[src/hw/gb_bus_pkg.sv]
// --------------------
// console bus and ROM download port types
// region decode shared by the bank registers, the mapper and the testbench
// --------------------
`default_nettype none

package gb_bus_pkg;

	// console side
	typedef logic [15:0] cart_addr_t;
	typedef logic [7:0]  cart_data_t;

	// download side, low byte sits at the even address
	typedef logic [24:0] dl_addr_t;
	typedef logic [15:0] dl_data_t;

	// linear ROM byte address, 128 banks of 16K
	typedef logic [21:0] rom_addr_t;
	// cartridge RAM byte address, 4 banks of 8K
	typedef logic [14:0] cram_addr_t;

	// address regions seen by the cartridge, from addr[15:13]
	typedef enum logic [2:0] {
		region_ram_enable,
		region_rom_bank,
		region_ram_bank,
		region_mode,
		region_cram,
		region_other
	} cart_region_e;

	function automatic cart_region_e region_of(input cart_addr_t addr);
		case (addr[15:13])
			3'b000:  return region_ram_enable;
			3'b001:  return region_rom_bank;
			3'b010:  return region_ram_bank;
			3'b011:  return region_mode;
			// A000-BFFF
			3'b101:  return region_cram;
			default: return region_other;
		endcase
	endfunction

endpackage

`default_nettype wire

[src/hw/gb_cart_pkg.sv]
// --------------------
// memory bank controller definitions
// controller kinds, bank register types, header offsets and the
// fixed values returned or loaded by the controllers
// --------------------
`default_nettype none

package gb_cart_pkg;

	import gb_bus_pkg::*;

	// controller families handled by the mapper
	typedef enum logic [2:0] {
		mbc_none,
		mbc_1,
		mbc_2,
		mbc_3,
		mbc_5
	} mbc_kind_e;

	// bank register widths
	typedef logic [6:0] rom_bank_t;
	typedef logic [1:0] ram_bank_t;

	// --------------------
	// cartridge header
	// --------------------

	// type byte arrives in the upper byte of this word
	localparam dl_addr_t HDR_TYPE_ADDR = 25'h146;
	// rom size in the lower byte, ram size in the upper byte
	localparam dl_addr_t HDR_SIZE_ADDR = 25'h148;

	// mask for sizes not listed in the table, 96 banks
	localparam rom_bank_t ROM_MASK_DEFAULT = 7'b1011111;

	// --------------------
	// controller constants
	// --------------------

	// low nibble written to 0000-1FFF that opens the RAM
	localparam logic [3:0] RAM_ENABLE_KEY = 4'hA;

	// bank 0 is never selected in the upper ROM window, except on MBC5
	localparam rom_bank_t ROM_BANK_RESET = 7'd1;
	localparam ram_bank_t RAM_BANK_RESET = 2'd0;

	// read values when the RAM is closed or the RTC is mapped in
	localparam cart_data_t CRAM_CLOSED_DATA = 8'hFF;
	localparam cart_data_t CRAM_RTC_DATA    = 8'h00;

	// MBC2 RAM is 512 x 4 bits, upper nibble floats high
	localparam logic [3:0] MBC2_NIBBLE_PAD  = 4'hF;
	localparam logic [6:0] MBC2_RAM_PAGE    = 7'b1010000;

endpackage

`default_nettype wire

[src/hw/mbc_mapper.sv]
// --------------------
// address mapping for the cartridge
// turns console addresses into a linear ROM byte address and a
// cart RAM address, qualifies RAM strobes and shapes read data
// --------------------
`default_nettype none

module mbc_mapper
	import gb_bus_pkg::*, gb_cart_pkg::*;
#(
	parameter int CRAM_ADDR_W = 15
) (
	input  mbc_kind_e              mbc_kind,
	input  rom_bank_t              rom_mask,
	input  ram_bank_t              ram_mask,
	input  rom_bank_t              rom_bank,
	input  ram_bank_t              ram_bank,
	input  logic                   mbc1_mode,
	input  logic                   rtc_mode,
	input  logic                   ram_enable,
	input  cart_addr_t             cart_addr,
	input  logic                   cart_rd,
	input  logic                   cart_wr,
	input  cart_data_t             cram_q,
	output rom_addr_t              rom_addr,
	output logic [CRAM_ADDR_W-1:0] cram_addr,
	output logic                   cram_we,
	output logic                   cram_re,
	output cart_data_t             cram_rdata
);

	rom_bank_t  rom_bank_sel;
	rom_bank_t  rom_bank_eff;
	ram_bank_t  ram_bank_sel;
	ram_bank_t  ram_bank_eff;
	cram_addr_t cram_full;
	logic       in_cram;

	// --------------------
	// rom banking
	// --------------------

	// MBC1 mode 0 puts the ram bank bits on rom lines 20:19
	always_comb begin
		case (mbc_kind)
			mbc_1:   rom_bank_sel = mbc1_mode ? {2'b00, rom_bank[4:0]}
			                                  : {ram_bank, rom_bank[4:0]};
			default: rom_bank_sel = rom_bank;
		endcase
	end

	// mask mirrors the bank into the real rom size
	assign rom_bank_eff = rom_bank_sel & rom_mask;

	always_comb begin
		if (mbc_kind == mbc_none) begin
			// plain 32K cart, no banking at all
			rom_addr = rom_addr_t'(cart_addr[14:0]);
		end else begin
			case (cart_addr[15:14])
				// fixed bank 0
				2'b00:   rom_addr = rom_addr_t'(cart_addr);
				// switchable window
				2'b01:   rom_addr = {1'b0, rom_bank_eff, cart_addr[13:0]};
				default: rom_addr = '0;
			endcase
		end
	end

	// --------------------
	// cart ram banking
	// --------------------
	always_comb begin
		case (mbc_kind)
			// only mode 1 banks the ram on MBC1
			mbc_1:   ram_bank_sel = mbc1_mode ? ram_bank : 2'b00;
			mbc_3:   ram_bank_sel = ram_bank;
			mbc_5:   ram_bank_sel = ram_bank;
			default: ram_bank_sel = 2'b00;
		endcase
	end

	assign ram_bank_eff = ram_bank_sel & ram_mask;
	assign cram_full    = {ram_bank_eff, cart_addr[12:0]};
	// narrower ram drops upper bits and mirrors
	assign cram_addr    = cram_full[CRAM_ADDR_W-1:0];

	// writes go in regardless of the enable, reads are gated below
	assign in_cram = (region_of(cart_addr) == region_cram);
	assign cram_we = cart_wr && in_cram;
	assign cram_re = cart_rd && in_cram;

	// read data shaping, same cycle as the read strobe
	always_comb begin
		if (!ram_enable)
			cram_rdata = CRAM_CLOSED_DATA;
		else if (mbc_kind == mbc_2 && cart_addr[15:9] == MBC2_RAM_PAGE)
			cram_rdata = {MBC2_NIBBLE_PAD, cram_q[3:0]};
		else if (rtc_mode)
			// no clock model, RTC registers read as zero
			cram_rdata = CRAM_RTC_DATA;
		else
			cram_rdata = cram_q;
	end

endmodule

`default_nettype wire

[config.mk]
export PLATFORM = sky130hd
export DESIGN_NAME = mbc_mapper
export DESIGN_NICKNAME = d
export VERILOG_FILES = /design/src/hw/gb_bus_pkg.sv /design/src/hw/gb_cart_pkg.sv /design/src/hw/mbc_mapper.sv
export SDC_FILE = /design/constraint.sdc
export NUM_CORES = 1
export LEC_CHECK = 0
export BUFFER_PORTS_ARGS = -buffer_cell sky130_fd_sc_hd__buf_2
export CAP_MARGIN = 20
export CORE_MARGIN = 8
export CORE_UTILIZATION = 28
export DETAILED_ROUTE_END_ITERATION = 6
export PLACE_DENSITY = 0.88
export REMOVE_ABC_BUFFERS = 1
export SLEW_MARGIN = 20
export SYNTH_ARGS = -nofsm -noshare
export SYNTH_HDL_FRONTEND = slang
export SYNTH_SLANG_ARGS = --single-unit
[constraint.sdc]
create_clock -name vclk -period 3.54
set_input_delay 0.708 -clock vclk [all_inputs]
set_output_delay 0.708 -clock vclk [all_outputs]
set_load 0.01 [all_outputs]
=== Word-level counts from Yosys, hierarchy flattened ===
Cells that the tools add are included.

* Bits in registers: 0
* Memories kept: 0
* Logic and storage cells: 30
* Bits in writable memories: 0
* Memory bits (read-only): 0
* Output and inout port bits: 47
* Bits of input ports: 50
* Bits in latches: 0

* Multiply operators: 0
* Reductions and logical operators: 7
* Add/subtract/negate cells: 0
* Equal/unequal tests: 11
* Muxes and demuxes: 10
* Bitwise logic cells: 2
* $lt $le $gt $ge: 0
* Divide/modulo/power cells: 0
* Shifts and indexed selects: 0

{| class="wikitable"
|+ Operator list
! operator !! count
|-
| $pmux W21 S2 || 1
|-
| $mux W8 || 3
|-
| $mux W21 || 1
|-
| $pmux W3 S5 || 1
|-
| $mux W7 || 2
|-
| $eq A3 B2 Y1 const B || 4
|-
| $eq A3 B3 Y1 const B || 3
|-
| $and A7 B7 Y7 || 1
|-
| $eq A7 B7 Y1 const B || 1
|-
| $eq A3 B1 Y1 const B || 2
|-
| $logic_not A3 Y1 || 2
|-
| $pmux W2 S2 || 1
|-
| $logic_and A1 B1 Y1 || 3
|-
| $and A2 B2 Y2 || 1
|-
| $eq A2 B1 Y1 const B || 1
|-
| $logic_not A2 Y1 || 1
|-
| $mux W2 || 1
|-
| $reduce_or A2 Y1 || 1
|}

=== Depth between registers and ports, before layout ===
* Depth after elaboration: 5
* Depth in mapped cells: 4
* Mapped depth without buffers: 3

=== Worst setup path after synthesis ===
Ideal clock, no wire load.

* Path kind: in2out
* Start point: input mbc_kind[1]
* End point: output rom_addr[20]
* Stages: 3
* Required time: 2,832 ps
* Slack: 1,305 ps
* Arrival: 1,527 ps
* Path through: nor3b_1 -> mux2_2 -> and3_1

* Word-level cells in the longest chain between the ends: 5

{| class="wikitable"
|+ RTL lines
! what !! RTL line !! text
|-
| start: declaration || mbc_mapper.sv:13 || <nowiki>input mbc_kind_e mbc_kind,</nowiki>
|-
| $eq A3 B1 Y1 || mbc_mapper.sv:45 || <nowiki>case (mbc_kind)</nowiki>
|-
| $mux W7 || mbc_mapper.sv:45 ||
|-
| $and A7 B7 Y7 || mbc_mapper.sv:53 || <nowiki>assign rom_bank_eff = rom_bank_sel & rom_mask;</nowiki>
|-
| $pmux W21 S2 || mbc_mapper.sv:60 || <nowiki>case (cart_addr[15:14])</nowiki>
|-
| $mux W21 * || mbc_mapper.sv:56 || <nowiki>if (mbc_kind == mbc_none) begin</nowiki>
|-
| end: declaration || mbc_mapper.sv:25 || <nowiki>output rom_addr_t rom_addr,</nowiki>
|}

Every way passes the cells marked *; elsewhere a longest branch is shown, timed or not.

=== Worst setup path in the final report ===
Same ends and word-level chain as after synthesis.

==> reports/results.txt <==
status: completed
Finished Layout Cells: 175
Mapped Cells: 77
full die area: 3300 µm²
Post-CTS Setup Bufs: 0
hpwl dp: 2.42 mm
synth unique cells: 22
Worst Setup Start Kind: input port
fin area: 873 µm²
post-route minimum period: 2.53 ns
PD cells: 119 nW/µm²
IO buf count: 96
pin count of the biggest net entering global routing: 15
Post-CTS Hold Fix Bufs: 0
number of remaining DRC errors: 0
DP Worst Slack: 0.999 ns
Die W: 57.5 µm
CP Capture Type: output port
Setup violations, final: 0
synthesized cell area: 482 µm²
GR Overflow Total: 0
ANT nets after route: 0
area grow syn2layout: 81.3%
Fill cells: 175
First-pass DRT Iterations: 3
Fmax: 396 MHz
Critical Path AT: 1.82 ns
final-layout clock buffer total: 0
total power: 104 µW
GRT Total Usage: 14.3%
First DRT Iteration DRCs: 16
Mean Syn Cell Area: 6.26 µm²
Setup TNS: 0 ns
GP Congestion: 0.867
cell total after placement: 175
FF+latch area: 0 µm²
final net count: 210
final period utilization: 71.3%
initial antenna violation count: 0
DR vias/cell: 4.57
sequential fraction of the synthesis area: 0%
placed cell area: 873 µm²
CP max FO: 5
max-slew violations: 0
layout cells sized above 1: 63.9%
worst path required time: 2.83 ns
drt wl/cell: 14.8 µm
number of global-route vias before repair: 862
RSZ-0062 raised after global routing: no
LEAKAGE: 0.592 nW
max cap viols: 0
Detailed Route WL: 2.59 mm
post-cts gate resize count: 0
Peak VDD IR: 53.6 µV
Fin. Hold Viols: 0
Die H: 57.5 µm
vias: 800
core area: 1670 µm²
IO Pins: 97
Rows: 15
Starting Density: 28.8%
global-route wire length before repair: 3.95 mm
WS Path Type: in2out
final sequential cell count: 0
Ant. Diodes: 0
Yosys warnings: 0
worst setup margin: 1.01 ns
HP Class: in2out
per-stage QoR:
step                      hold WS [ns]  utilization (%)
after floorplan                   1.42                -
after global placement            1.62             52.3
after detailed placement          1.62             52.3
after CTS                         1.62             52.3
after global routing              1.63             52.3
final                             1.62             52.3
final cells by class:
type / count / area (µm²) / share of cell area [%]
tap: 17 / 21.3 / 2.44
timing repair buffer: 96 / 480 / 55.0
multi-input combinational: 57 / 353 / 40.4
inverter: 5 / 18.8 / 2.15
cells by family (layout without fill, tap and decap cells):
group | after synthesis | count (layout) | synth area share [%]
AND/OR/NAND/NOR | 47 | 47 | 59.5
buffers and inverters | 20 | 101 | 26.8
AO/OA/AOI/OAI | 7 | 7 | 8.31
multiplexers | 2 | 2 | 4.67
other | 1 | 1 | 0.778
Yosys cell counts, drive strengths merged:
cell | instances | area (µm²)
conb | 1 | 3.75
and3 | 8 | 50.1
nand3 | 5 | 25.0
mux2 | 2 | 22.5
buf | 14 | 105
inv | 5 | 18.8
nand2 | 6 | 25.0
nor2 | 2 | 7.51
nor3 | 1 | 5.00
a31oi | 1 | 6.26
and2 | 17 | 106
nor3b | 1 | 7.51
nor4b | 1 | 8.76
nand2b | 1 | 6.26
o2bb2ai | 1 | 8.76
and3b | 2 | 21.3
nor2b | 2 | 12.5
clkbuf | 1 | 5.00
o21ai | 5 | 25.0
or3 | 1 | 11.3
per-layer routing:
| metal | vias to the layer above | wire, µm | track usage, % |
|---|---|---|---|
| met5 | - | 0 | 0 |
| met4 | 0 | 0 | 0 |
| met3 | 0 | 382 | 6.50 |
| met2 | 63 | 1290 | 29.4 |
| met1 | 333 | 916 | 12.9 |
| li1 | 404 | - | - |
report_power, final:
part           switching, mW  internal (mW)  total (mW)
Combinational         0.0517         0.0523       0.104
Clock                      0              0           0
Sequential                 0              0           0
Total                 0.0517         0.0523       0.104
worst max-delay path, cell delays in order:
cell and delay, ns:
buf_2 0.13, nor3b_1 0.29, mux2_2 0.37, and3_1 0.18, buf_2 0.14
worst paths after layout:
path,startpoint,slack (ns),cells past startpoint,endpoint
hold / removal,cart_addr[3],1.62,2,cram_addr[3]
setup / recovery,mbc_kind[1],1.01,5,rom_addr[20]
cell usage in the layout (no fill, tap or decap), types with 2 or more instances in the layout:
master,n
nor2_1,2
and2_1,17
inv_1,5
mux2_2,2
o21ai_0,5
nand2_1,5
nor2b_1,2
buf_2,96
nand3_1,5
and3_1,8
Power figures use the tool's default switching activity.
