==> config.mk <==
export PLATFORM = sky130hd
export DESIGN_NAME = mbc_regs
export DESIGN_NICKNAME = d
export VERILOG_FILES = /design/src/hw/gb_bus_pkg.sv /design/src/hw/gb_cart_pkg.sv /design/src/hw/mbc_regs.sv
export SDC_FILE = /design/constraint.sdc
export NUM_CORES = 1
export LEC_CHECK = 0
export ABC_CLOCK_PERIOD_IN_PS = 2840
export BUFFER_PORTS_ARGS = -buffer_cell sky130_fd_sc_hd__buf_4
export CORE_MARGIN = 2
export CORE_UTILIZATION = 41
export DETAILED_ROUTE_END_ITERATION = 12
export PLACE_DENSITY_LB_ADDON = 0.15
export SLEW_MARGIN = 20
export SYNTH_ARGS = -nofsm -noshare
export SYNTH_HDL_FRONTEND = slang
export SYNTH_SLANG_ARGS = --single-unit
==> constraint.sdc <==
create_clock -name clk_sys -period 2.84 [get_ports clk_sys]
set_input_delay 0.568 -clock clk_sys [delete_from_list [all_inputs] [get_ports clk_sys]]
set_output_delay 0.568 -clock clk_sys [all_outputs]
set_load 0.02 [all_outputs]
==> src/hw/gb_bus_pkg.sv <==
// --------------------
// console bus and ROM download port types
// region decode shared by the bank registers, the mapper and the testbench
// --------------------
`default_nettype none

package gb_bus_pkg;

	// console side
	typedef logic [15:0] cart_addr_t;
	typedef logic [7:0]  cart_data_t;

	// download side, low byte sits at the even address
	typedef logic [24:0] dl_addr_t;
	typedef logic [15:0] dl_data_t;

	// linear ROM byte address, 128 banks of 16K
	typedef logic [21:0] rom_addr_t;
	// cartridge RAM byte address, 4 banks of 8K
	typedef logic [14:0] cram_addr_t;

	// address regions seen by the cartridge, from addr[15:13]
	typedef enum logic [2:0] {
		region_ram_enable,
		region_rom_bank,
		region_ram_bank,
		region_mode,
		region_cram,
		region_other
	} cart_region_e;

	function automatic cart_region_e region_of(input cart_addr_t addr);
		case (addr[15:13])
			3'b000:  return region_ram_enable;
			3'b001:  return region_rom_bank;
			3'b010:  return region_ram_bank;
			3'b011:  return region_mode;
			// A000-BFFF
			3'b101:  return region_cram;
			default: return region_other;
		endcase
	endfunction

endpackage

`default_nettype wire

==> src/hw/gb_cart_pkg.sv <==
// --------------------
// memory bank controller definitions
// controller kinds, bank register types, header offsets and the
// fixed values returned or loaded by the controllers
// --------------------
`default_nettype none

package gb_cart_pkg;

	import gb_bus_pkg::*;

	// controller families handled by the mapper
	typedef enum logic [2:0] {
		mbc_none,
		mbc_1,
		mbc_2,
		mbc_3,
		mbc_5
	} mbc_kind_e;

	// bank register widths
	typedef logic [6:0] rom_bank_t;
	typedef logic [1:0] ram_bank_t;

	// --------------------
	// cartridge header
	// --------------------

	// type byte arrives in the upper byte of this word
	localparam dl_addr_t HDR_TYPE_ADDR = 25'h146;
	// rom size in the lower byte, ram size in the upper byte
	localparam dl_addr_t HDR_SIZE_ADDR = 25'h148;

	// mask for sizes not listed in the table, 96 banks
	localparam rom_bank_t ROM_MASK_DEFAULT = 7'b1011111;

	// --------------------
	// controller constants
	// --------------------

	// low nibble written to 0000-1FFF that opens the RAM
	localparam logic [3:0] RAM_ENABLE_KEY = 4'hA;

	// bank 0 is never selected in the upper ROM window, except on MBC5
	localparam rom_bank_t ROM_BANK_RESET = 7'd1;
	localparam ram_bank_t RAM_BANK_RESET = 2'd0;

	// read values when the RAM is closed or the RTC is mapped in
	localparam cart_data_t CRAM_CLOSED_DATA = 8'hFF;
	localparam cart_data_t CRAM_RTC_DATA    = 8'h00;

	// MBC2 RAM is 512 x 4 bits, upper nibble floats high
	localparam logic [3:0] MBC2_NIBBLE_PAD  = 4'hF;
	localparam logic [6:0] MBC2_RAM_PAGE    = 7'b1010000;

endpackage

`default_nettype wire

==> src/hw/mbc_regs.sv <==
// --------------------
// bank controller registers written by the console
// rom bank, ram bank, MBC1 mode, MBC3 RTC select and RAM enable
// held at reset values while a ROM is being downloaded
// --------------------
`default_nettype none

module mbc_regs
	import gb_bus_pkg::*, gb_cart_pkg::*;
(
	input  logic       clk_sys,
	input  logic       reset,
	input  logic       dl_active,
	input  mbc_kind_e  mbc_kind,
	input  logic       cart_wr,
	input  cart_addr_t cart_addr,
	input  cart_data_t cart_di,
	output rom_bank_t  rom_bank,
	output ram_bank_t  ram_bank,
	output logic       mbc1_mode,
	output logic       rtc_mode,
	output logic       ram_enable
);

	cart_region_e wr_region;

	// the console sits in reset for the whole download
	logic hold;

	assign wr_region = region_of(cart_addr);
	assign hold      = reset || dl_active;

	always_ff @(posedge clk_sys) begin
		if (hold) begin
			rom_bank   <= ROM_BANK_RESET;
			ram_bank   <= RAM_BANK_RESET;
			mbc1_mode  <= 1'b0;
			rtc_mode   <= 1'b0;
			ram_enable <= 1'b0;
		end else if (cart_wr) begin
			case (wr_region)
				// --------------------
				// 0000-1FFF ram gate
				region_ram_enable: begin
					ram_enable <= (cart_di[3:0] == RAM_ENABLE_KEY);
				end
				// 2000-3FFF rom bank, 0 maps to 1 except on MBC5
				region_rom_bank: begin
					if (mbc_kind != mbc_5 && cart_di[4:0] == 5'd0)
						rom_bank <= ROM_BANK_RESET;
					else
						rom_bank <= cart_di[6:0];
				end
				// 4000-5FFF ram bank, MBC3 also selects RTC here
				region_ram_bank: begin
					if (mbc_kind == mbc_3) begin
						if (cart_di[3]) begin
							rtc_mode <= 1'b1;
						end else begin
							rtc_mode <= 1'b0;
							ram_bank <= cart_di[1:0];
						end
					end else begin
						ram_bank <= cart_di[1:0];
					end
				end
				// 6000-7FFF banking mode, only MBC1 has it
				region_mode: begin
					if (mbc_kind == mbc_1)
						mbc1_mode <= cart_di[0];
				end
				// cart ram and I/O are not registers
				default: begin
				end
			endcase
		end
	end

endmodule

`default_nettype wire

Word-level counts from Yosys, hierarchy flattened
Cells that the tools add are included.

storage, ports and cells
  register bits after elaboration = 12
  bits of input ports = 31
  output and inout port bits = 12

cells by class
  equal/unequal tests = 12
  mux-type cells = 5
  reduce and logical (&&, ||, !) cells = 10

operator list
  kind                                                             count
  3-bit by 2-bit == test with 1-bit output, second input constant  5
  3-bit one-hot mux with 5 select lines                            1
  3-bit by 1-bit == test with 1-bit output, second input constant  3
  3-bit AND reduction                                              3
  7-bit two-way mux                                                1
  3-bit logical NOT                                                2
  5-bit logical NOT                                                1
  4-bit == test, second input constant                             1
  2-bit two-way mux                                                2
  2-bit AND reduction                                              2
  3-bit == test, second input constant                             1
  3-bit != test, second input constant                             1
  2-bit != test, second input constant                             1
  1-bit logical AND                                                1
  1-bit logical OR                                                 1
  1-bit two-way mux                                                1

Depth between registers and ports, before layout
Gate-level depths: netlist of the first run.

  word-level depth = 4
  depth in mapped cells = 4
  mapped depth without buffers = 3

Least setup slack after synthesis of the first run
Ideal clock, no wire load.

  path type = input to register
  start = in dl_active
  end = reg rom_bank[0]
  data arrival time = 1.179 ns
  slack = 1.535 ns
  cell stages on the path = 4
  path buffers = 1
  cells stage by stage = or2_2 buf_2 nor2_1 a22oi_1

on the way
  longest elaborated chain between the ends = 1

RTL lines
  item                  RTL line        source
  from (decl)           mbc_regs.sv:13  input logic dl_active,
  1-bit logical OR      mbc_regs.sv:31  assign hold = reset || dl_active;
  to (signal assigned)  mbc_regs.sv:52  rom_bank <= cart_di[6:0];
  to (decl)             mbc_regs.sv:18  output rom_bank_t rom_bank,

No other way between the ends.
A chain may end at the register's enable or synchronous reset.

Final worst setup path of the first run
  start = in cart_addr[14]
  end = reg rom_bank[0]

on the way
  longest elaborated chain between the ends = 4

RTL lines
  item                                         RTL line          source
  from (decl)                                  mbc_regs.sv:16    input cart_addr_t cart_addr,
  3-bit == test, or another cell as far along  gb_bus_pkg.sv:33  case (addr[15:13])
  3-bit one-hot mux with 5 select lines *      gb_bus_pkg.sv:33
  3-bit by 1-bit == test with 1-bit output *   mbc_regs.sv:41    case (wr_region)
  2-bit AND reduction (no source line) *       -

Mark *: on every way between the ends. The rest lies on a longest branch, timed or not.

==> results.toml, run 1 <==
[global_routing]
grt.busiest_layer = "met2"
use_met2_pct = 25.0
overflow = 0
grt_max_degree = 14
grt_pass1_wl_mm = 2.30
met1_usage_pct = 21.8
use_met3_pct = 5.65
grt_pass1_vias = 524
antenna_found_initial = 0
grt.total_usage_pct = 17.1

[detailed_routing]
drcViolationCount = 0
vias_per_cell = 5.34
routed_wl_mm = 1.32
ant_nets = 0
avgRoutedWirePerCell_um = 12.4
route.vias.total = 566
drt_iter0_markers = 10
firstDrtPassIters = 4

[sta]
fmax_mhz = 679
setup_viol = 0
tightest_slew_ns = 0.504
min_period_ns = 1.47
setup-tns-final_ns = 0
slew_headroom_pct = 66.2
hold_viol = 0
skew_ns = 0
rsz0062_at_grt = "no"
post-route-period-util_pct = 51.9
drv_slew = 0

[clocking]
clk_pin_slew_ns = 0.07
cts_setup_buffers = 0
clockRootBuffer = "clkbuf_4"
clk_path_buf_depth = 2
clk_latency_ns = 0.27
htreeDepth = 1
cts_inserted_buffers = 3
cts_tree = "built"
hold_buffers = 0
clock_sinks = 12
cts_resized = 0

[logic_synthesis]
ys_types = 27
netlist_area_um2 = 578
ys_ff_latch = 12
yosys_warnings = 0
synth_nets = 93
syn_inst = 62
yosysSeqAreaShare_pct = 41.6
syn_area_per_cell_um2 = 9.32

[die]
chipWidth_um = 41.6
io-pin-count = 43
rows = 13
dieArea_mm2 = 0.00173
fp.dieH_um = 41.6
core_mm2 = 0.00130
start_util_pct = 44.4

[placement]
gp_congestion = 0.744
dpl.hpwl_um = 990
post_dp_cell_area_um2 = 795
port_buffers = 28

[run_status]
status = "finished clean"

[cells_and_area]
n_antenna_cell = 0
final_cell_mix = "buf_4 (28), dfxtp_1 (12), nor2_1 (7)"
drive_gt1_share_pct = 36.3
layout_commonest_cell = "buf_4"
fin_area_um2 = 817
final_nets = 124
fill_cells = 123
syn_to_final_growth_pct = 41.3

[pwr]
power.leakage_nw = 0.363
power.density_mw_per_mm2 = 390
peakVddDrop_uv = 207

[worst_setup_path]
worstPathMaxFanout = 10
crit_type = "in -> reg"
worstSetupStartpointType = "primary input"
cp-end-kind = "flop"
cp.required_ns = 2.98
cp.arrival_ns = 1.62

[job]
cap_violations = 0

[hold_path]
hp-class = "reg -> reg"
worst max-delay path, stage by stage:
cell,delay (ns)
buf_4,0.13
nand4bb_1,0.51
nor3_1,0.29
a22oi_1,0.12
worst paths after layout:
check	start	slack [ns]	to	depth (start not counted)
worst min-delay path	ram_bank[0]$_SDFFE_PP0P_	0.48	ram_bank[0]$_SDFFE_PP0P_	2
worst max register to register	mbc1_mode$_SDFFE_PP0P_	2.10	mbc1_mode$_SDFFE_PP0P_	3
worst min register to register	ram_bank[0]$_SDFFE_PP0P_	0.48	ram_bank[0]$_SDFFE_PP0P_	2
worst max-delay path	cart_addr[14]	1.37	rom_bank[0]$_SDFFE_PP1P_	4
synth_stat cells (all sizes together):
cell	instances	area, um2
o21ai	3	15.0
buf	2	12.5
or3b	1	8.76
dfxtp	12	240
or2	1	6.26
a31o	1	8.76
a22oi	1	7.51
nand4bb	2	22.5
a32o	2	20.0
nor2b	1	6.26
a21oi	4	20.0
mux2i	5	50.1
nand4b	1	8.76
nor3	3	15.0
and4bb	2	25.0
nor4b	1	8.76
nand3	3	15.0
nor4bb	1	10.0
or3	1	6.26
nor2	7	26.3
nand3b	1	7.51
inv	4	15.0
nor4	1	6.26
nand4	1	6.26
and4b	1	10.0
final cells by class:
cell class	count	area, um2	area share [%]
inverter	4	15.0	1.84
sequential	12	240	29.4
multi-input combinational	44	310	38.0
clock buffer	3	22.5	2.76
tap	15	18.8	2.30
timing repair buffer	28	210	25.7
through the flow:
step           util, %  hold WS (ns)  total power (W)  setup slack (ns)  cells
2_1_floorplan        -         0.554         0.000191              1.54     62
3_3_place_gp      61.1         0.465         0.000217              1.08    103
3_5_place_dp      61.1         0.474         0.000218              1.05    103
4_1_cts           62.8         0.490         0.000319              1.34    106
5_1_grt           62.8         0.516         0.000331              1.24    106
6_report          62.8         0.484         0.000319              1.37    106
power by group:
group | total [W] | internal (W) | switching (W)
Combinational | 0.0000446 | 0.0000240 | 0.0000206
Clock | 0.000104 | 0.0000492 | 0.0000552
Sequential | 0.000170 | 0.000169 | 0.000000532
per-layer routing:
metal | wire length (um) | share of wire, % | up-vias
li1 | - | - | 291
met1 | 604 | 46 | 254
met2 | 590 | 45 | 16
met3 | 90 | 6.8 | 5
met4 | 30 | 2.3 | 0
met5 | 0 | 0 | -
flip-flops by register name (all words and copies together), names as in the netlist:
name	count
mbc1_mode	1
ram_enable	1
rtc_mode	1
ram_bank	2
rom_bank	7
cell families after synthesis:
| group | share of synthesized area, % |
|---|---|
| simple gates | 32.7 |
| buf+inv | 4.76 |
| compound gates | 12.3 |
| flops | 41.6 |
| mux | 8.66 |
Power figures use the tool's default switching activity.
==> run 2, diff against run 1 <==
--- a/config.mk
+++ b/config.mk
@@ -5,10 +5,10 @@
 export SDC_FILE = /design/constraint.sdc
 export NUM_CORES = 1
 export LEC_CHECK = 0
-export ABC_CLOCK_PERIOD_IN_PS = 2840
+export ABC_CLOCK_PERIOD_IN_PS = 1200
 export BUFFER_PORTS_ARGS = -buffer_cell sky130_fd_sc_hd__buf_4
 export CORE_MARGIN = 2
-export CORE_UTILIZATION = 41
+export CORE_UTILIZATION = 34
 export DETAILED_ROUTE_END_ITERATION = 12
 export PLACE_DENSITY_LB_ADDON = 0.15
 export SLEW_MARGIN = 20
==> constraint.sdc (replaced) <==
create_clock -name clk_sys -period 1.2 [get_ports clk_sys]
set_input_delay 0.24 -clock clk_sys [delete_from_list [all_inputs] [get_ports clk_sys]]
set_output_delay 0.24 -clock clk_sys [all_outputs]
set_load 0.02 [all_outputs]
==> run 2 against run 1 <==
  * Clock skew is the same
  * Non-clock buffer count grew 8
  * Core utilization shrank 4.9 points
  * Via count grew 5.3%
  * Design area grew 9.2%
  * Sequential cell count is the same
  * Critical path depth shrank 3
  * Worst setup slack lost 1.2 ns
  * Combinational power grew to 2.7 times the previous value
  * Critical path type is now reg -> out
==> results.toml, run 2 (synthesis results as in run 1) <==
[run_status]
status = "finished clean"

[worst_setup_path]
worstPathMaxFanout = 2
cp.required_ns = 0.96
critical_path_buf_inv_count = 1
path_depth = 1
slowest_delay_ns = 0.34
crit_chain = "buf_4"
cp.arrival_ns = 0.75
cp-end-kind = "output pin"
crit_type = "reg -> out"
worstSetupStartpointType = "flop"
r2r_end = "mbc1_mode$_SDFFE_PP0P_"
slowest_stage = "dfxtp_1"
ff2ff_setup_slack_ns = 0.47
r2r_cells = 3
cp_top_family = "flip-flops"
timing.rr.start = "mbc1_mode$_SDFFE_PP0P_"

[placement]
placed_cells = 112
port_buffers = 28
gp_congestion = 0.731
dpl.hpwl_mm = 1.13
post_dp_cell_area_um2 = 856

[clocking]
clk_latency_ns = 0.27
hold_buffers = 0
htreeDepth = 1
clockRootBuffer = "clkbuf_4"
cts_resized = 0
clk_path_buf_depth = 2
clk_pin_slew_ns = 0.08
cts_setup_buffers = 0
cts_tree = "built"
clock_sinks = 12
cts_inserted_buffers = 3

[cells_and_area]
final_nets = 132
reg.largest.list = "rom_bank x7, ram_bank x2"
largest_register_ffs = 7
top_register = "rom_bank"
drive_gt1_share_pct = 42.0
layout_commonest_cell = "buf_4"
fin_cells = 116
syn_to_final_growth_pct = 54.3
final_cell_mix = "buf_4 (36), dfxtp_1 (12), nor2_1 (7)"
n_antenna_cell = 0
fill_cells = 151
fin_area_um2 = 892
final_util_pct = 57.9

[pwr]
power.density_mw_per_mm2 = 946
report.power.total_w = 0.000844
peakVddDrop_uv = 630
power.leakage_nw = 0.408

[hold_path]
min_to = "rom_bank[4]$_SDFFE_PP0P_"
hp-start = "cart_di[4]"
hp-class = "in -> reg"
min_path_cells = 3

[global_routing]
grt.total_usage_pct = 15.1
grt_pass1_wl_mm = 2.18
grt_max_degree = 11
overflow = 0
grt_pass1_vias = 543
antenna_found_initial = 0

[sta]
rsz0062_at_grt = "no"
hold_viol = 0
skew_ns = 0
setup_viol = 0
post-route-period-util_pct = 82.3
fmax_mhz = 1010
tightest_slew_ns = 0.295
drv_slew = 0
setup-tns-final_ns = 0
slew_headroom_pct = 80.2
min_period_ns = 0.988

[die]
core_mm2 = 0.00154
start_util_pct = 37.5
io-pin-count = 43
rows = 14
dieArea_mm2 = 0.00205
fp.dieH_um = 45.2
chipWidth_um = 45.2

[detailed_routing]
avgRoutedWirePerCell_um = 11.8
vias_per_cell = 5.14
drt_iter0_markers = 7
drcViolationCount = 0
ant_nets = 0
route.vias.total = 596
routed_wl_mm = 1.36
firstDrtPassIters = 4

[job]
cap_violations = 0
==> run 2: through the flow <==
step	hold WS [ns]	worst slack (ns)
after CTS	0.214	0.198
after floorplan	0.384	0.223
after global placement	0.461	0.00291
final	0.216	0.212
after detailed placement	0.465	0.00738
after global routing	0.253	0.174
==> run 2: worst max path at each step <==
stage / start / endpoint / slack, ns
CTS: rom_bank[5]$_SDFFE_PP0P_ / rom_bank[5] / 0.20
finish: rom_bank[5]$_SDFFE_PP0P_ / rom_bank[5] / 0.21
detailed placement: cart_di[0] / rom_bank[5]$_SDFFE_PP0P_ / 0.007
global placement: cart_di[0] / rom_bank[6]$_SDFFE_PP0P_ / 0.003
floorplan: dl_active / rom_bank[0]$_SDFFE_PP1P_ / 0.22
global route: ram_bank[1]$_SDFFE_PP0P_ / ram_bank[1] / 0.17
==> run 2: metal layers <==
layer	track usage, %	up-vias	wire length, um
met2	24.0	21	638
met1	18.3	263	599
met5	0	-	0
li1	-	310	-
met3	3.60	2	116
met4	8.82	0	9
==> run 2: final cells by class <==
cell class / count / area, um2 / share of cell area, %
Multi-Input combinational cell: 44 / 310 / 34.8
Timing Repair Buffer: 36 / 270 / 30.3
Sequential cell: 12 / 240 / 26.9
Clock buffer: 4 / 36.3 / 4.07
Tap cell: 16 / 20.0 / 2.24
Inverter: 4 / 15.0 / 1.68
==> run 2: worst min-delay path: cells and delay by family <==
family / cells / cell delay [ns]
buffers and inverters: 1 / 0.08
AND/OR/NAND/NOR: 1 / 0.07
multiplexers: 1 / 0.05
==> run 2: power by group <==
part	total [W]	leakage, nW	switching (W)	internal (W)
logic	0.000122	0.291	0.0000509	0.0000708
registers	0.000402	0.0968	0.00000122	0.000400
clock network	0.000321	0.0210	0.000137	0.000184
total	0.000844	0.408	0.000189	0.000655
