==> config.mk <==
export PLATFORM = sky130hd
export DESIGN_NAME = cart_header_capture
export DESIGN_NICKNAME = d
export VERILOG_FILES = /design/src/hw/gb_bus_pkg.sv /design/src/hw/gb_cart_pkg.sv /design/src/hw/cart_header_capture.sv
export SDC_FILE = /design/constraint.sdc
export NUM_CORES = 1
export LEC_CHECK = 0
export BUFFER_PORTS_ARGS = -buffer_cell sky130_fd_sc_hd__buf_4
export CAP_MARGIN = 40
export CORE_MARGIN = 4
export CORE_UTILIZATION = 35
export DETAILED_ROUTE_END_ITERATION = 8
export GPL_ROUTABILITY_DRIVEN = 0
export HOLD_SLACK_MARGIN = 0.15
export PLACE_DENSITY = 0.66
export SLEW_MARGIN = 30
export SYNTH_ARGS = -nofsm -noshare
export SYNTH_HDL_FRONTEND = slang
export SYNTH_SLANG_ARGS = --single-unit
==> constraint.sdc <==
create_clock -name clk_sys -period 1.2 [get_ports clk_sys]
set_input_delay 0.06 -clock clk_sys [delete_from_list [all_inputs] [get_ports clk_sys]]
set_output_delay 0.06 -clock clk_sys [all_outputs]
set_load 0.03 [all_outputs]
==> src/hw/gb_bus_pkg.sv <==
// --------------------
// console bus and ROM download port types
// region decode shared by the bank registers, the mapper and the testbench
// --------------------
`default_nettype none

package gb_bus_pkg;

	// console side
	typedef logic [15:0] cart_addr_t;
	typedef logic [7:0]  cart_data_t;

	// download side, low byte sits at the even address
	typedef logic [24:0] dl_addr_t;
	typedef logic [15:0] dl_data_t;

	// linear ROM byte address, 128 banks of 16K
	typedef logic [21:0] rom_addr_t;
	// cartridge RAM byte address, 4 banks of 8K
	typedef logic [14:0] cram_addr_t;

	// address regions seen by the cartridge, from addr[15:13]
	typedef enum logic [2:0] {
		region_ram_enable,
		region_rom_bank,
		region_ram_bank,
		region_mode,
		region_cram,
		region_other
	} cart_region_e;

	function automatic cart_region_e region_of(input cart_addr_t addr);
		case (addr[15:13])
			3'b000:  return region_ram_enable;
			3'b001:  return region_rom_bank;
			3'b010:  return region_ram_bank;
			3'b011:  return region_mode;
			// A000-BFFF
			3'b101:  return region_cram;
			default: return region_other;
		endcase
	endfunction

endpackage

`default_nettype wire

==> src/hw/gb_cart_pkg.sv <==
// --------------------
// memory bank controller definitions
// controller kinds, bank register types, header offsets and the
// fixed values returned or loaded by the controllers
// --------------------
`default_nettype none

package gb_cart_pkg;

	import gb_bus_pkg::*;

	// controller families handled by the mapper
	typedef enum logic [2:0] {
		mbc_none,
		mbc_1,
		mbc_2,
		mbc_3,
		mbc_5
	} mbc_kind_e;

	// bank register widths
	typedef logic [6:0] rom_bank_t;
	typedef logic [1:0] ram_bank_t;

	// --------------------
	// cartridge header
	// --------------------

	// type byte arrives in the upper byte of this word
	localparam dl_addr_t HDR_TYPE_ADDR = 25'h146;
	// rom size in the lower byte, ram size in the upper byte
	localparam dl_addr_t HDR_SIZE_ADDR = 25'h148;

	// mask for sizes not listed in the table, 96 banks
	localparam rom_bank_t ROM_MASK_DEFAULT = 7'b1011111;

	// --------------------
	// controller constants
	// --------------------

	// low nibble written to 0000-1FFF that opens the RAM
	localparam logic [3:0] RAM_ENABLE_KEY = 4'hA;

	// bank 0 is never selected in the upper ROM window, except on MBC5
	localparam rom_bank_t ROM_BANK_RESET = 7'd1;
	localparam ram_bank_t RAM_BANK_RESET = 2'd0;

	// read values when the RAM is closed or the RTC is mapped in
	localparam cart_data_t CRAM_CLOSED_DATA = 8'hFF;
	localparam cart_data_t CRAM_RTC_DATA    = 8'h00;

	// MBC2 RAM is 512 x 4 bits, upper nibble floats high
	localparam logic [3:0] MBC2_NIBBLE_PAD  = 4'hF;
	localparam logic [6:0] MBC2_RAM_PAGE    = 7'b1010000;

endpackage

`default_nettype wire

==> src/hw/cart_header_capture.sv <==
// --------------------
// snoops the ROM download for the cartridge header
// keeps type, rom size and ram size bytes and decodes the controller
// kind plus the bank masks used for mirroring
// --------------------
`default_nettype none

module cart_header_capture
	import gb_bus_pkg::*, gb_cart_pkg::*;
(
	input  logic      clk_sys,
	input  logic      reset,
	input  logic      dl_active,
	input  logic      dl_wr,
	input  dl_addr_t  dl_addr,
	input  dl_data_t  dl_data,
	output mbc_kind_e mbc_kind,
	output rom_bank_t rom_mask,
	output ram_bank_t ram_mask
);

	logic [7:0] type_byte;
	logic [7:0] rom_size;
	logic [7:0] ram_size;

	// header words are written once per download, 0146 then 0148
	always_ff @(posedge clk_sys) begin
		if (reset) begin
			type_byte <= 8'h00;
			rom_size  <= 8'h00;
			ram_size  <= 8'h00;
		end else if (dl_active && dl_wr) begin
			if (dl_addr == HDR_TYPE_ADDR)
				type_byte <= dl_data[15:8];
			if (dl_addr == HDR_SIZE_ADDR) begin
				rom_size <= dl_data[7:0];
				ram_size <= dl_data[15:8];
			end
		end
	end

	// cartridge type byte to controller family
	// battery / timer / rumble variants collapse onto the base kind
	always_comb begin
		case (type_byte) inside
			[8'd1:8'd3]:   mbc_kind = mbc_1;
			[8'd5:8'd6]:   mbc_kind = mbc_2;
			[8'd15:8'd19]: mbc_kind = mbc_3;
			[8'd25:8'd30]: mbc_kind = mbc_5;
			default:       mbc_kind = mbc_none;
		endcase
	end

	// rom size code to bank mask
	always_comb begin
		case (rom_size)
			8'd1:    rom_mask = 7'b0000011;
			8'd2:    rom_mask = 7'b0000111;
			8'd3:    rom_mask = 7'b0001111;
			8'd4:    rom_mask = 7'b0011111;
			8'd5:    rom_mask = 7'b0111111;
			8'd6:    rom_mask = 7'b1111111;
			// 72 and 80 bank parts
			8'd82:   rom_mask = 7'b1000111;
			8'd83:   rom_mask = 7'b1001111;
			default: rom_mask = ROM_MASK_DEFAULT;
		endcase
	end

	// 2K and 8K parts have a single bank, everything else gets four
	assign ram_mask = (ram_size == 8'd1 || ram_size == 8'd2) ? 2'b00 : 2'b11;

endmodule

`default_nettype wire

**After elaboration in Yosys (flattened, before gate mapping)**

Index checks and enable logic that the tools add are counted.

- Reduce and logical (&&, ||, !) cells: 8
- Equal/unequal tests: 12
- Bitwise gates (word level): 0
- $lt $le $gt $ge: 8
- Multiply operators: 0
- Add/subtract/negate cells: 0
- Div/mod/pow operators: 0
- Shift operators: 0
- Mux-type cells: 6

Operators with widths:

| kind | number |
|---|---|
| 7-bit one-hot mux with 8 select lines | 1 |
| 25-bit by 9-bit == test with 1-bit output, second input constant | 2 |
| 8-bit by 2-bit == test with 1-bit output, second input constant | 3 |
| 8-bit by 3-bit == test with 1-bit output, second input constant | 3 |
| 8-bit by 1-bit == test with 1-bit output, second input constant | 2 |
| 8-bit by 7-bit == test with 1-bit output, second input constant | 2 |
| 8-bit by 5-bit less-or-equal comparator with 1-bit output, second input constant | 2 |
| 3-bit two-way mux | 4 |
| 8-bit by 1-bit >= comparator with 1-bit output, second input constant | 1 |
| 8-bit by 3-bit >= comparator with 1-bit output, second input constant | 1 |
| 8-bit by 4-bit >= comparator with 1-bit output, second input constant | 1 |
| 8-bit by 5-bit >= comparator with 1-bit output, second input constant | 1 |
| 8-bit by 2-bit less-or-equal comparator with 1-bit output, second input constant | 1 |
| 8-bit by 3-bit less-or-equal comparator with 1-bit output, second input constant | 1 |
| 1-bit logical AND | 5 |
| 2-bit AND reduction | 2 |
| 2-bit two-way mux | 1 |
| 1-bit logical OR | 1 |

- Memory bits (read-only): 0
- Bits in latches: 0
- Logic and storage cells: 37
- Output and inout bits: 12
- Register bits after elaboration: 24
- Memories kept: 0
- Bits in writable memories: 0
- Bits of input ports: 45

**Longest topological paths before layout**

Gate-level depths: netlist of run 1.

- Depth in word-level cells: 6
- Mapped depth: 6
- Depth with buffers taken out: 4

**Worst setup path before layout of run 1**

OpenSTA, ideal clock, no wires.

- Kind: register -> output
- From: reg type_byte[5]
- To: out mbc_kind[2]
- Required time: 1.140 ns
- Cell stages (with the launch flop): 3
- Arrival: 1.692 ns
- Path buffers: 0
- Path slack: -0.552 ns
- Cells stage by stage: dfxtp_1 > or3_1 > nor4_1

- Longest elaborated chain between the ends: 6
- Elaborated cells between the ends (all ways): 16
- Classes of those cells: order compare: 8; mux: 4; reduce/logical: 4

Ends and longest elaborated chain:

| element | line | text |
|---|---|---|
| start: declaration | cart_header_capture.sv:22 | `logic [7:0] type_byte;` |
| start signal: assignment | cart_header_capture.sv:34 | `type_byte <= dl_data[15:8];` |
| 8-bit by 5-bit >= comparator with 1-bit output (no line) or 8-bit by 5-bit less-or-equal comparator with 1-bit output (tied branches) | - |  |
| 1-bit logical AND (no line) | - |  |
| 3-bit two-way mux (3 in series) | cart_header_capture.sv:45 | `case (type_byte) inside` |
| 3-bit two-way mux * | cart_header_capture.sv:45 |  |
| end: declaration | cart_header_capture.sv:17 | `output mbc_kind_e mbc_kind,` |

Mark *: on every way between the ends. The rest lies on a longest branch, timed or not.

**Final worst setup path of run 1**

- From: reg type_byte[6]
- To: out mbc_kind[0]

- Longest elaborated chain between the ends: 5
- Elaborated cells between the ends (all ways): 12
- Classes of those cells: order compare: 6; mux: 3; reduce/logical: 3

Ends and longest elaborated chain:

| element | line |
|---|---|
| 8-bit by 4-bit >= comparator with 1-bit output (no line) or 8-bit by 5-bit less-or-equal comparator with 1-bit output (tied branches) | - |
| 1-bit logical AND (no line) | - |
| 3-bit two-way mux (2 in series) | cart_header_capture.sv:45 |
| 3-bit two-way mux * | cart_header_capture.sv:45 |

Marked as above.

==> metrics.md, run 1 <==
| Metric | Value |
|---|---|
| Initial Util | `between 30 and 40%` |
| Highest fanout seen on the critical path | `2` |
| First-pass GRT wire length | `6310 µm` |
| Final WS setup | `-0.226 ns` |
| Dpl cells | `approximately 260` |
| Area delta synth->final | `67.2%` |
| Worst setup EP type | `output port` |
| Port Buf Inserts | `54` |
| Design Area, Final | `around 2200 µm²` |
| Max rail drop VDD | `roughly 0.00052 V` |
| R2R cell count | `2` |
| Run status | `finished, violations left` |
| Cell depth of the worst setup path | `4` |
| P_leak | `approximately 0.83 nW` |
| Ys Warns | `0` |
| Period utilisation layout | `119%` |
| Tmin final | `1.43 ns` |
| Simple-gate portion of the synthesized area | `32.0%` |
| Die X | `69.6 µm` |
| Commonest cells in the netlist | `a21oi_1 (27), o21ai_0 (27), nand4_1 (25), dfxtp_1 (24), clkbuf_1 (7)` |
| Util after Layout | `roughly 60%` |
| Slowest CP cell | `or3_4` |
| Most used DFF post-synth | `dfxtp_1` |
| Largest family of logic cells by synthesized area | `simple AND/OR/NAND/NOR gates` |
| Max-cap viol count | `0` |
| Worst reg2reg startpoint | `type_byte[2]` |
| H-Tree Depth | `1` |
| Synth Area in Compound Gates | `between 20% and 30%` |
| Post-synth cell types | `30` |
| Total number of vias | `~1500` |
| Post-synthesis area per instance | `~8 µm²` |
| CP most frequent cell | `buf_6` |
| IO Count | `57` |
| Average wire per standard cell | `about 14 µm` |
| DRT Pass-1 Iters | `4` |
| Synth area leaders | `dfxtp_1 (36%), nand4_1 (12%), a21oi_1 (10%)` |
| Fin. max-slew vios | `0` |
| EDFF count, synth | `0` |
| Worst-skew pair later-pin latency | `between 0.2 and 0.3 ns` |
| Final wirelength | `3890 µm` |
| Vias per cell | `between 5 and 6` |
| Buf+Inv Stages, Crit Path | `2` |
| PwrDens | `696 nW/µm²` |
| Post-Syn Area | `approximately 1300 µm²` |
| Top-area cell type share of the netlist area | `36.2%` |
| Clock Tree Buf Depth | `2` |
| Setup Crit Path Kind | `reg -> out` |
| Clk slew on worst S/H paths | `~0.08 ns` |
| Total Routing Usage GR | `15.4%` |
| Final clock skew | `0 ns` |
| Final Hold Viols | `0` |
| Worst path cell trace | `or3_4 -> buf_6 -> a21oi_4 -> buf_6` |
| Detailed Place HPWL | `~2700 µm` |
| Non-filler cells, final | `282` |
| Hold Path Class | `in -> reg` |
| Critical Path Start Type | `register` |
| Number of DRC markers in iteration 0 | `126` |
| Initial antenna violation count | `0` |
| Critical Path RT | `1.14 ns` |
| Row count | `22` |
| Failing checks | `negative setup slack` |
| WHS Path Cells | `5` |
| Antenna diodes | `0` |
| Hold_sp | `dl_addr[2]` |
| TritonCTS Buffers | `3` |
| Fmax | `701 MHz` |
| RSZ-0062 raised after global routing | `yes` |
| Core Area | `roughly 3700 µm²` |
| Antenna-violating nets left | `0` |
| Cell Area, Placed | `between 1500 and 2000 µm²` |
| Async S/R FF share, synth | `0%` |
| CTS root buf | `clkbuf_8` |
| TritonCTS clock tree | `done` |
| CP peak stage delay | `around 0.39 ns` |
| Post-Syn Instances | `163` |
| Synth area leader | `dfxtp_1` |
| Post-synthesis sequential area ratio | `roughly 36%` |
| Post-synthesis mux area share | `0%` |
| Data arrival, critical path | `1.37 ns` |
| Seq cells post-synth | `24` |
| Critical Path Source | `type_byte[6]` |
| Vias in the first global route | `around 1400` |
| DRC violations left | `0` |
| Top delay family on crit path | `simple AND/OR/NAND/NOR gates` |
| Die height | `a little under 70 µm` |
| Layout net count | `280` |
| Share of cells above drive strength 1 | `a little under half` |
| Adder and majority gate portion of the synthesized area | `0%` |
| Post-synthesis xor/xnor area fraction | `1.98%` |
| Largest net degree at the start of global routing | `25` |
| Sink Count | `24` |
| Grt total ovfl | `0` |
| Die area | `4850 µm²` |
| Final setup fails | `9` |
-- routing by layer --
layer / share of wire [%] / up-vias / global-route usage [%]
li1: - / 766 / -
met1: 42 / 719 / 19.7
met2: 53 / 34 / 26.5
met3: 4.9 / 2 / 3.62
met4: 0.41 / 0 / 2.98
met5: 0 / - / 0
-- registers in the layout (all words and copies together), names as in the netlist --
register,cells
rom_size,8
ram_size,8
type_byte,8
-- repair_timing --
| action | in CTS | in global routing |
|---|---|---|
| setup buffers | 0 | 2 |
| gates cloned | 0 | 0 |
| hold buffers | 17 | 0 |
| endpoints found under the setup margin | 10 | 10 |
| endpoints found under the hold margin | 24 | 0 |
| resized for setup | 31 | 23 |
| pin swaps | 10 | 9 |
-- power by group --
part | leakage, nW | switching (W) | total (W) | internal [W]
clock network | 0.0288 | 0.000250 | 0.000543 | 0.000293
logic | 0.604 | 0.0000770 | 0.000219 | 0.000141
registers | 0.201 | 0.0000000000107 | 0.000786 | 0.000786
total | 0.833 | 0.000327 | 0.00155 | 0.00122
-- placed cells by master, fill, tap and decap left out, types with 3 or more instances in the layout --
master         count
dfxtp_2            8
nor4_4             3
o21ai_0           24
nand4_1           25
clkbuf_8           4
nand2_1            3
dfxtp_1           12
nand3_1            3
nor4_2             3
a21oi_1           25
buf_4             52
dlygate4sd3_1     17
dfxtp_4            4
buf_6             11
-- cells by family after synthesis --
kind of cell	after synthesis
other	1
xor gates and xnor gates	3
DFF	24
AOI/OAI and AO/OA	56
and+or+nand+nor	63
buffers and inverters	16
-- worst register-to-register path, cell delays in order (launching register included) --
cell     delay (ns)
dfxtp_1        0.42
o21ai_0        0.11
a21oi_1        0.12
-- per-stage QoR --
stage,hold slack [ns],setup TNS (ns),total power (W),setup slack (ns)
after floorplan,0.129,-0.185,0.000859,-0.0839
after global placement,0.334,-1.07,0.000986,-0.0690
after detailed placement,0.338,-1.31,0.000988,-0.0658
after CTS,0.302,-1.12,0.00157,-0.243
after global routing,0.326,-1.64,0.00161,-0.269
final,0.300,-0.961,0.00155,-0.226
-- path summary, 6_finish.rpt --
check                      end  slack (ns)
setup / recovery   mbc_kind[0]       -0.23
hold / removal     rom_size[2]        0.30
setup reg to reg  type_byte[2]        0.48
hold reg to reg    ram_size[5]        0.48
-- final cells by class --
class,count,area [µm²]
fillers,319,1440
flip-flops and latches,24,505
well taps,48,60.1
clock buffers,4,55.1
multi-input cells,124,877
repair buffers,82,724
(Power assumes the default switching activity.)
==> inputs of run 2 (changes only) <==
--- a/config.mk
+++ b/config.mk
@@ -7,12 +7,14 @@
 export LEC_CHECK = 0
 export BUFFER_PORTS_ARGS = -buffer_cell sky130_fd_sc_hd__buf_4
 export CAP_MARGIN = 40
+export CELL_PAD_IN_SITES_DETAIL_PLACEMENT = 1
+export CELL_PAD_IN_SITES_GLOBAL_PLACEMENT = 1
 export CORE_MARGIN = 4
-export CORE_UTILIZATION = 35
+export CORE_UTILIZATION = 30
 export DETAILED_ROUTE_END_ITERATION = 8
 export GPL_ROUTABILITY_DRIVEN = 0
 export HOLD_SLACK_MARGIN = 0.15
-export PLACE_DENSITY = 0.66
+export PLACE_DENSITY = 0.77
 export SLEW_MARGIN = 30
 export SYNTH_ARGS = -nofsm -noshare
 export SYNTH_HDL_FRONTEND = slang
==> run 2 against run 1 <==
The flow still finishes with violations (negative setup slack). Maximum frequency shrank 1.1%. Critical endpoint unchanged. Critical path type unchanged. Clock power about the same. Largest power group unchanged. Combinational power is 3% higher. First-iteration DRC count shrank 43%. Routed wire length rose by 22%. Via count rose by 1.6%.
==> metrics.md, run 2 (synthesized netlist as in run 1, its figures left out) <==
| Metric | Value |
|---|---|
| Die area | `roughly 5600 µm²` |
| Run status | `finished, violations left` |
| Final Hold Viols | `0` |
| Port Buf Inserts | `54` |
| Largest net degree at the start of global routing | `25` |
| Clock share of power | `34.9%` |
| Area delta synth->final | `65.6%` |
| Switching power | `between 0.0003 and 0.0004 W` |
| Data arrival, critical path | `approximately 1.4 ns` |
| Combinational fraction of design power | `between 10% and 20%` |
| Antenna diodes | `0` |
| Sink Count | `24` |
| Final WS setup | `-0.242 ns` |
| Setup Crit Path Kind | `reg -> out` |
| Core Area | `a little over 4000 µm²` |
| Switching share of power | `a little over a fifth` |
| Highest fanout seen on the critical path | `2` |
| Critical Path Start Type | `register` |
| Layout net count | `about 280` |
| CP peak stage delay | `0.41 ns` |
| Antenna-violating nets left | `0` |
| Final clock skew | `0 ns` |
| Row count | `23` |
| Fin. max-slew vios | `0` |
| Total Routing Usage GR | `a little under a fifth` |
| Worst setup EP type | `output port` |
| Buf+Inv Stages, Crit Path | `2` |
| Number of fillers in the final layout | `496` |
| TritonCTS clock tree | `done` |
| Detailed Place HPWL | `~3400 µm` |
| Hold Path Class | `in -> reg` |
| Average wire per standard cell | `~17 µm` |
| Sequential share of power | `50.6%` |
| Slowest CP cell | `or3_4` |
| Die height | `74.6 µm` |
| Clk slew on worst S/H paths | `~0.08 ns` |
| Hold WS | `about 0.32 ns` |
| Max-cap viol count | `0` |
| Total number of vias | `approximately 1500` |
| Clock Tree Buf Depth | `2` |
| Pre-CTS WS | `-0.143 ns` |
| Fmax | `roughly 700 MHz` |
| Tmin final | `roughly 1.4 ns` |
| Die X | `roughly 75 µm` |
| DRT Pass-1 Iters | `6` |
| Max rail drop VDD | `0.000361 V` |
| Critical Path RT | `~1.1 ns` |
| Most frequent cells in the layout | `buf_4 (53), a21oi_1 (26), nand4_1 (25)` |
| Period utilisation layout | `120%` |
| Initial Util | `32.1%` |
| Commonest non-fill, non-tap cell in the layout | `buf_4` |
| Met3 wire len | `145 µm` |
| Grt total ovfl | `0` |
| TritonCTS Buffers | `3` |
| P_leak | `approximately 0.83 nW` |
| RSZ-0062 raised after global routing | `yes` |
| CTS root buf | `clkbuf_8` |
| Largest registers | `ram_size x8, rom_size x8, type_byte x8` |
| Failing checks | `negative setup slack` |
| WL met1 | `about 2000 µm` |
| Total Power | `0.00156 W` |
| Initial antenna violation count | `0` |
| Int Pwr | `~0.0012 W` |
| Worst-skew pair later-pin latency | `between 0.2 and 0.3 ns` |
| Vias per cell | `5.42` |
| Worst path cell trace | `or3_4 -> buf_6 -> a21oi_4 -> buf_6` |
| CP most frequent cell | `buf_6` |
| Top delay family on crit path | `simple AND/OR/NAND/NOR gates` |
| Top layer in use | `met4` |
| Number of DRC markers in iteration 0 | `72` |
| Share of cells above drive strength 1 | `between 40 and 50%` |
| Final setup fails | `9` |
| IO Count | `57` |
| Final wirelength | `about 4800 µm` |
| DRC violations left | `0` |
| PwrDens | `~710 nW/µm²` |
| First-pass GRT wire length | `just under 8000 µm` |
| H-Tree Depth | `1` |
| Metal2 WL | `2560 µm` |
| Vias in the first global route | `about 1600` |
run 2: cell types whose count changed in the layout (fill, tap and decap cells not counted), moves of 2 or more:
cell    delta
nor3_2     +2
nor3_4     -2
nor4_2     +2
nor4_4     -2
run 2: metal layers:
layer / up-vias / GRT usage (%)
met5: - / 0
met3: 5 / 3.38
met4: 0 / 3.56
li1: 763 / -
met2: 22 / 32.9
met1: 756 / 22.1
run 2: power groups by stage:
stage          logic (W)  registers, W  clock network [W]
6_report        0.000226      0.000788           0.000544
5_1_grt         0.000241      0.000789           0.000603
4_1_cts         0.000221      0.000793           0.000571
3_5_place_dp    0.000176      0.000814                  0
3_3_place_gp    0.000171      0.000814                  0
2_1_floorplan  0.0000445      0.000814                  0
run 2: repair_timing:
item                                    CTS  global route
pin swaps                                10             8
hold buffers                             17             0
endpoints found under the setup margin   10            12
resized for setup                        32            17
setup buffers                             1             0
hold endpoints to repair                 24             0
run 2: final timing paths:
kind,endpoint,depth (start not counted),slack (ns),startpoint
worst max-delay path,mbc_kind[0],4,-0.24,type_byte[5]
worst min-delay path,rom_size[0],5,0.32,dl_addr[1]
worst max register to register,rom_size[1],2,0.43,rom_size[1]
worst min register to register,type_byte[7],2,0.48,type_byte[7]
run 2: worst min-delay path: cells and delay by family:
family                 cells  cell delay (ns)
AO/OA/AOI/OAI              1             0.06
AND/OR/NAND/NOR            2             0.14
buffers and inverters      2             0.29
run 2: through the flow:
step | TNS, ns | instances | utilization (%) | area (µm²)
3_3_place_gp | -1.51 | 263 | 43.8 | 1810
4_1_cts | -1.19 | 285 | 51.8 | 2150
6_report | -1.07 | 285 | 53.1 | 2200
2_1_floorplan | -0.185 | 164 | - | 1350
5_1_grt | -1.82 | 285 | 53.1 | 2200
3_5_place_dp | -2.54 | 263 | 43.8 | 1810
run 2: layout make-up:
class / instances / area, µm² / share of cell area [%]
clock buffers: 4 / 55.1 / 2.50
multi-input cells: 124 / 848 / 38.5
flip-flops and latches: 24 / 503 / 22.9
repair buffers: 83 / 732 / 33.3
well taps: 50 / 62.6 / 2.84
==> inputs of run 3 (changes only) <==
--- a/config.mk
+++ b/config.mk
@@ -5,12 +5,13 @@
 export SDC_FILE = /design/constraint.sdc
 export NUM_CORES = 1
 export LEC_CHECK = 0
+export ABC_AREA = 1
 export BUFFER_PORTS_ARGS = -buffer_cell sky130_fd_sc_hd__buf_4
 export CAP_MARGIN = 40
 export CELL_PAD_IN_SITES_DETAIL_PLACEMENT = 1
 export CELL_PAD_IN_SITES_GLOBAL_PLACEMENT = 1
 export CORE_MARGIN = 4
-export CORE_UTILIZATION = 30
+export CORE_UTILIZATION = 29
 export DETAILED_ROUTE_END_ITERATION = 8
 export GPL_ROUTABILITY_DRIVEN = 0
 export HOLD_SLACK_MARGIN = 0.15
==> run 3 against run 2 <==
The flow still finishes with violations (negative setup slack). Flip-flop and latch count is the same. Global-route usage shrank 1.6 points. Routed wire length grew 5.8%. Worst hold slack lost 0.17 ns. Area after synthesis grew 18%. Highest routed layer unchanged.
==> metrics.md, run 3 <==
| Metric | Value |
|---|---|
| Run status | `finished, violations left` |
| Failing checks | `negative setup slack` |
| Final setup fails | `8` |
| Top-count cell post-synth | `nor2_1` |
| Post-synthesis area per instance | `6.06 µm²` |
| Die height | `a little over 80 µm` |
| Seq cells post-synth | `24` |
| Fmax | `653 MHz` |
| PwrDens | `between 600 and 700 nW/µm²` |
| Most frequent cells in the layout | `nor2_1 (66), buf_4 (59), nand2_1 (47)` |
| H-Tree Depth | `1` |
| Final WS setup | `-0.332 ns` |
| Non-filler cells, final | `roughly 400` |
| First-pass GRT wire length | `between 8000 and 9000 µm` |
| Top layer in use | `met4` |
| Sink Count | `24` |
| Worst setup EP type | `output port` |
| Clk slew on worst S/H paths | `~0.080 ns` |
| EDFF count, synth | `0` |
| Max rail drop VDD | `approximately 0.00038 V` |
| Final clock skew | `0 ns` |
| Period utilisation layout | `128%` |
| Design Area, Final | `roughly 2500 µm²` |
| Fin. max-slew vios | `0` |
| Worst path cell trace | `nor2_2 -> nand3_2 -> inv_2 -> nand3b_1 -> nand3_4 -> nand2_2 -> o21ai_2 -> buf_6` |
| TritonCTS Buffers | `3` |
| Initial antenna violation count | `0` |
| WL met1 | `between 1500 and 2000 µm` |
| Max-cap viol count | `0` |
| Core Area | `approximately 5200 µm²` |
| Grt total ovfl | `0` |
| Average wire per standard cell | `between 10 and 15 µm` |
| Synth area leaders | `dfxtp_1 (31%), nor2_1 (17%), nand2_1 (12%)` |
| Fin Setup TNS | `-1.70 ns` |
| Clock Tree Buf Depth | `2` |
| Area delta synth->final | `60.8%` |
| Total Routing Usage GR | `between 15 and 20%` |
| Commonest non-fill, non-tap cell in the layout | `nor2_1` |
| Data arrival, critical path | `around 1.5 ns` |
| Tmin final | `approximately 1.5 ns` |
| Post-Syn Area | `roughly 1600 µm²` |
| Synth area leader | `dfxtp_1` |
| Post-synth cell types | `29` |
| Total number of vias | `about 1900` |
| Cell Area, Placed | `around 2200 µm²` |
| Vias in the first global route | `roughly 2000` |
| Hold WS | `roughly 0.15 ns` |
| CP peak stage delay | `approximately 0.33 ns` |
| Row count | `26` |
| Largest registers | `ram_size x8, rom_size x8, type_byte x8` |
| Share of cells above drive strength 1 | `between 30% and 40%` |
| Setup Crit Path Kind | `reg -> out` |
| CTS root buf | `clkbuf_8` |
| Critical Path Start Type | `register` |
| Highest fanout seen on the critical path | `4` |
| Final wirelength | `about 5000 µm` |
| Number of DRC markers in iteration 0 | `98` |
| Top-area cell type share of the netlist area | `30.6%` |
| Final Hold Viols | `0` |
| Metal2 WL | `2700 µm` |
| Total Power | `0.00162 W` |
| Dpl cells | `~380` |
| Die X | `81.6 µm` |
| Most used DFF post-synth | `dfxtp_1` |
| IO Count | `57` |
| Antenna-violating nets left | `0` |
| Worst-skew pair later-pin latency | `0.26 ns` |
| Die area | `6650 µm²` |
| Port Buf Inserts | `between 50 and 60` |
| Post-synthesis sequential area ratio | `between 30% and 40%` |
| Detailed Place HPWL | `~3800 µm` |
| Antenna diodes | `0` |
| RSZ-0062 raised after global routing | `yes` |
| Critical Path RT | `about 1.1 ns` |
| DRC violations left | `0` |
| Initial Util | `between 30% and 40%` |
| P_leak | `approximately 1.2 nW` |
| Met3 wire len | `~350 µm` |
| Post-Syn Instances | `around 260` |
| Slowest CP cell | `dfxtp_2` |
| TritonCTS clock tree | `done` |
| Largest net degree at the start of global routing | `25` |
| Commonest cells in the netlist | `nor2_1 (72), nand2_1 (51), inv_1 (38), nand4_1 (26), dfxtp_1 (24)` |
| Async S/R FF share, synth | `0%` |
| Layout net count | `383` |
| DRT Pass-1 Iters | `4` |
| Vias per cell | `between 4 and 5` |
| Hold Path Class | `in -> reg` |
| Ys Warns | `0` |
-- run 3: changes by cell type in the layout (fill, tap and decap cells not counted), moves of 5 or more --
cell / before / now
inv_1: 0 / 36
a21oi_1: 26 / 0
nor2_1: 2 / 66
nand2_1: 3 / 47
nor2_2: 2 / 7
buf_4: 53 / 59
o21ai_0: 24 / 0
-- run 3: area by class of cell --
type,count,area (µm²)
Inverter,40,153
Fill cell,659,2650
Multi-Input combinational cell,186,1010
Sequential cell,24,499
Timing Repair Buffer,83,714
Clock buffer,4,55.1
Tap cell,70,87.6
-- run 3: cells by family (layout without fill, tap and decap cells) --
| family | after synthesis | after routing | synth area share [%] |
|---|---|---|---|
| simple gates | 172 | 172 | 50.8 |
| flops | 24 | 24 | 30.6 |
| compound gates | 12 | 12 | 4.79 |
| buf+inv | 50 | 127 | 13.6 |
| other cells | 1 | 2 | 0.239 |
-- run 3: timing repair --
action	in CTS	in global routing
gates cloned	0	0
hold buffers	13	0
gates resized for setup	38	10
hold endpoints to repair	13	0
endpoints found under the setup margin	10	10
pin swaps	11	7
setup buffers	6	0
-- run 3: where the power goes --
part / internal (W) / switching [W]
clock: 0.000293 / 0.000260
sequential: 0.000793 / 0.0000000000154
combinational: 0.000154 / 0.000121
-- run 3: critical path, delay by kind of cell (launching register included) --
kind | cells | cell delay, ns
buffers and inverters | 2 | 0.24
and+or+nand+nor | 5 | 0.57
DFF | 1 | 0.33
AOI/OAI and AO/OA | 1 | 0.06
-- run 3: metal layers --
metal / vias to the layer above / GRT usage (%)
li1: 971 / -
met1: 880 / 17.5
met2: 48 / 32.6
met3: 5 / 3.73
met4: 0 / 3.55
met5: - / 0
-- run 3: path summary, 6_finish.rpt --
kind	start	to	slack, ns	cells past startpoint
worst min register to register	ram_size[7]	ram_size[7]	0.48	2
worst max register to register	type_byte[2]	type_byte[2]	0.45	3
worst min-delay path	dl_data[4]	rom_size[4]	0.15	5
worst max-delay path	rom_size[7]	rom_mask[3]	-0.33	8
-- run 3: per-stage QoR --
stage / setup WS, ns / utilization [%]
floorplan: -0.0575 / -
global placement: -0.0542 / 41.6
detailed placement: -0.112 / 41.6
CTS: -0.377 / 48.2
global route: -0.473 / 48.8
finish: -0.332 / 48.8
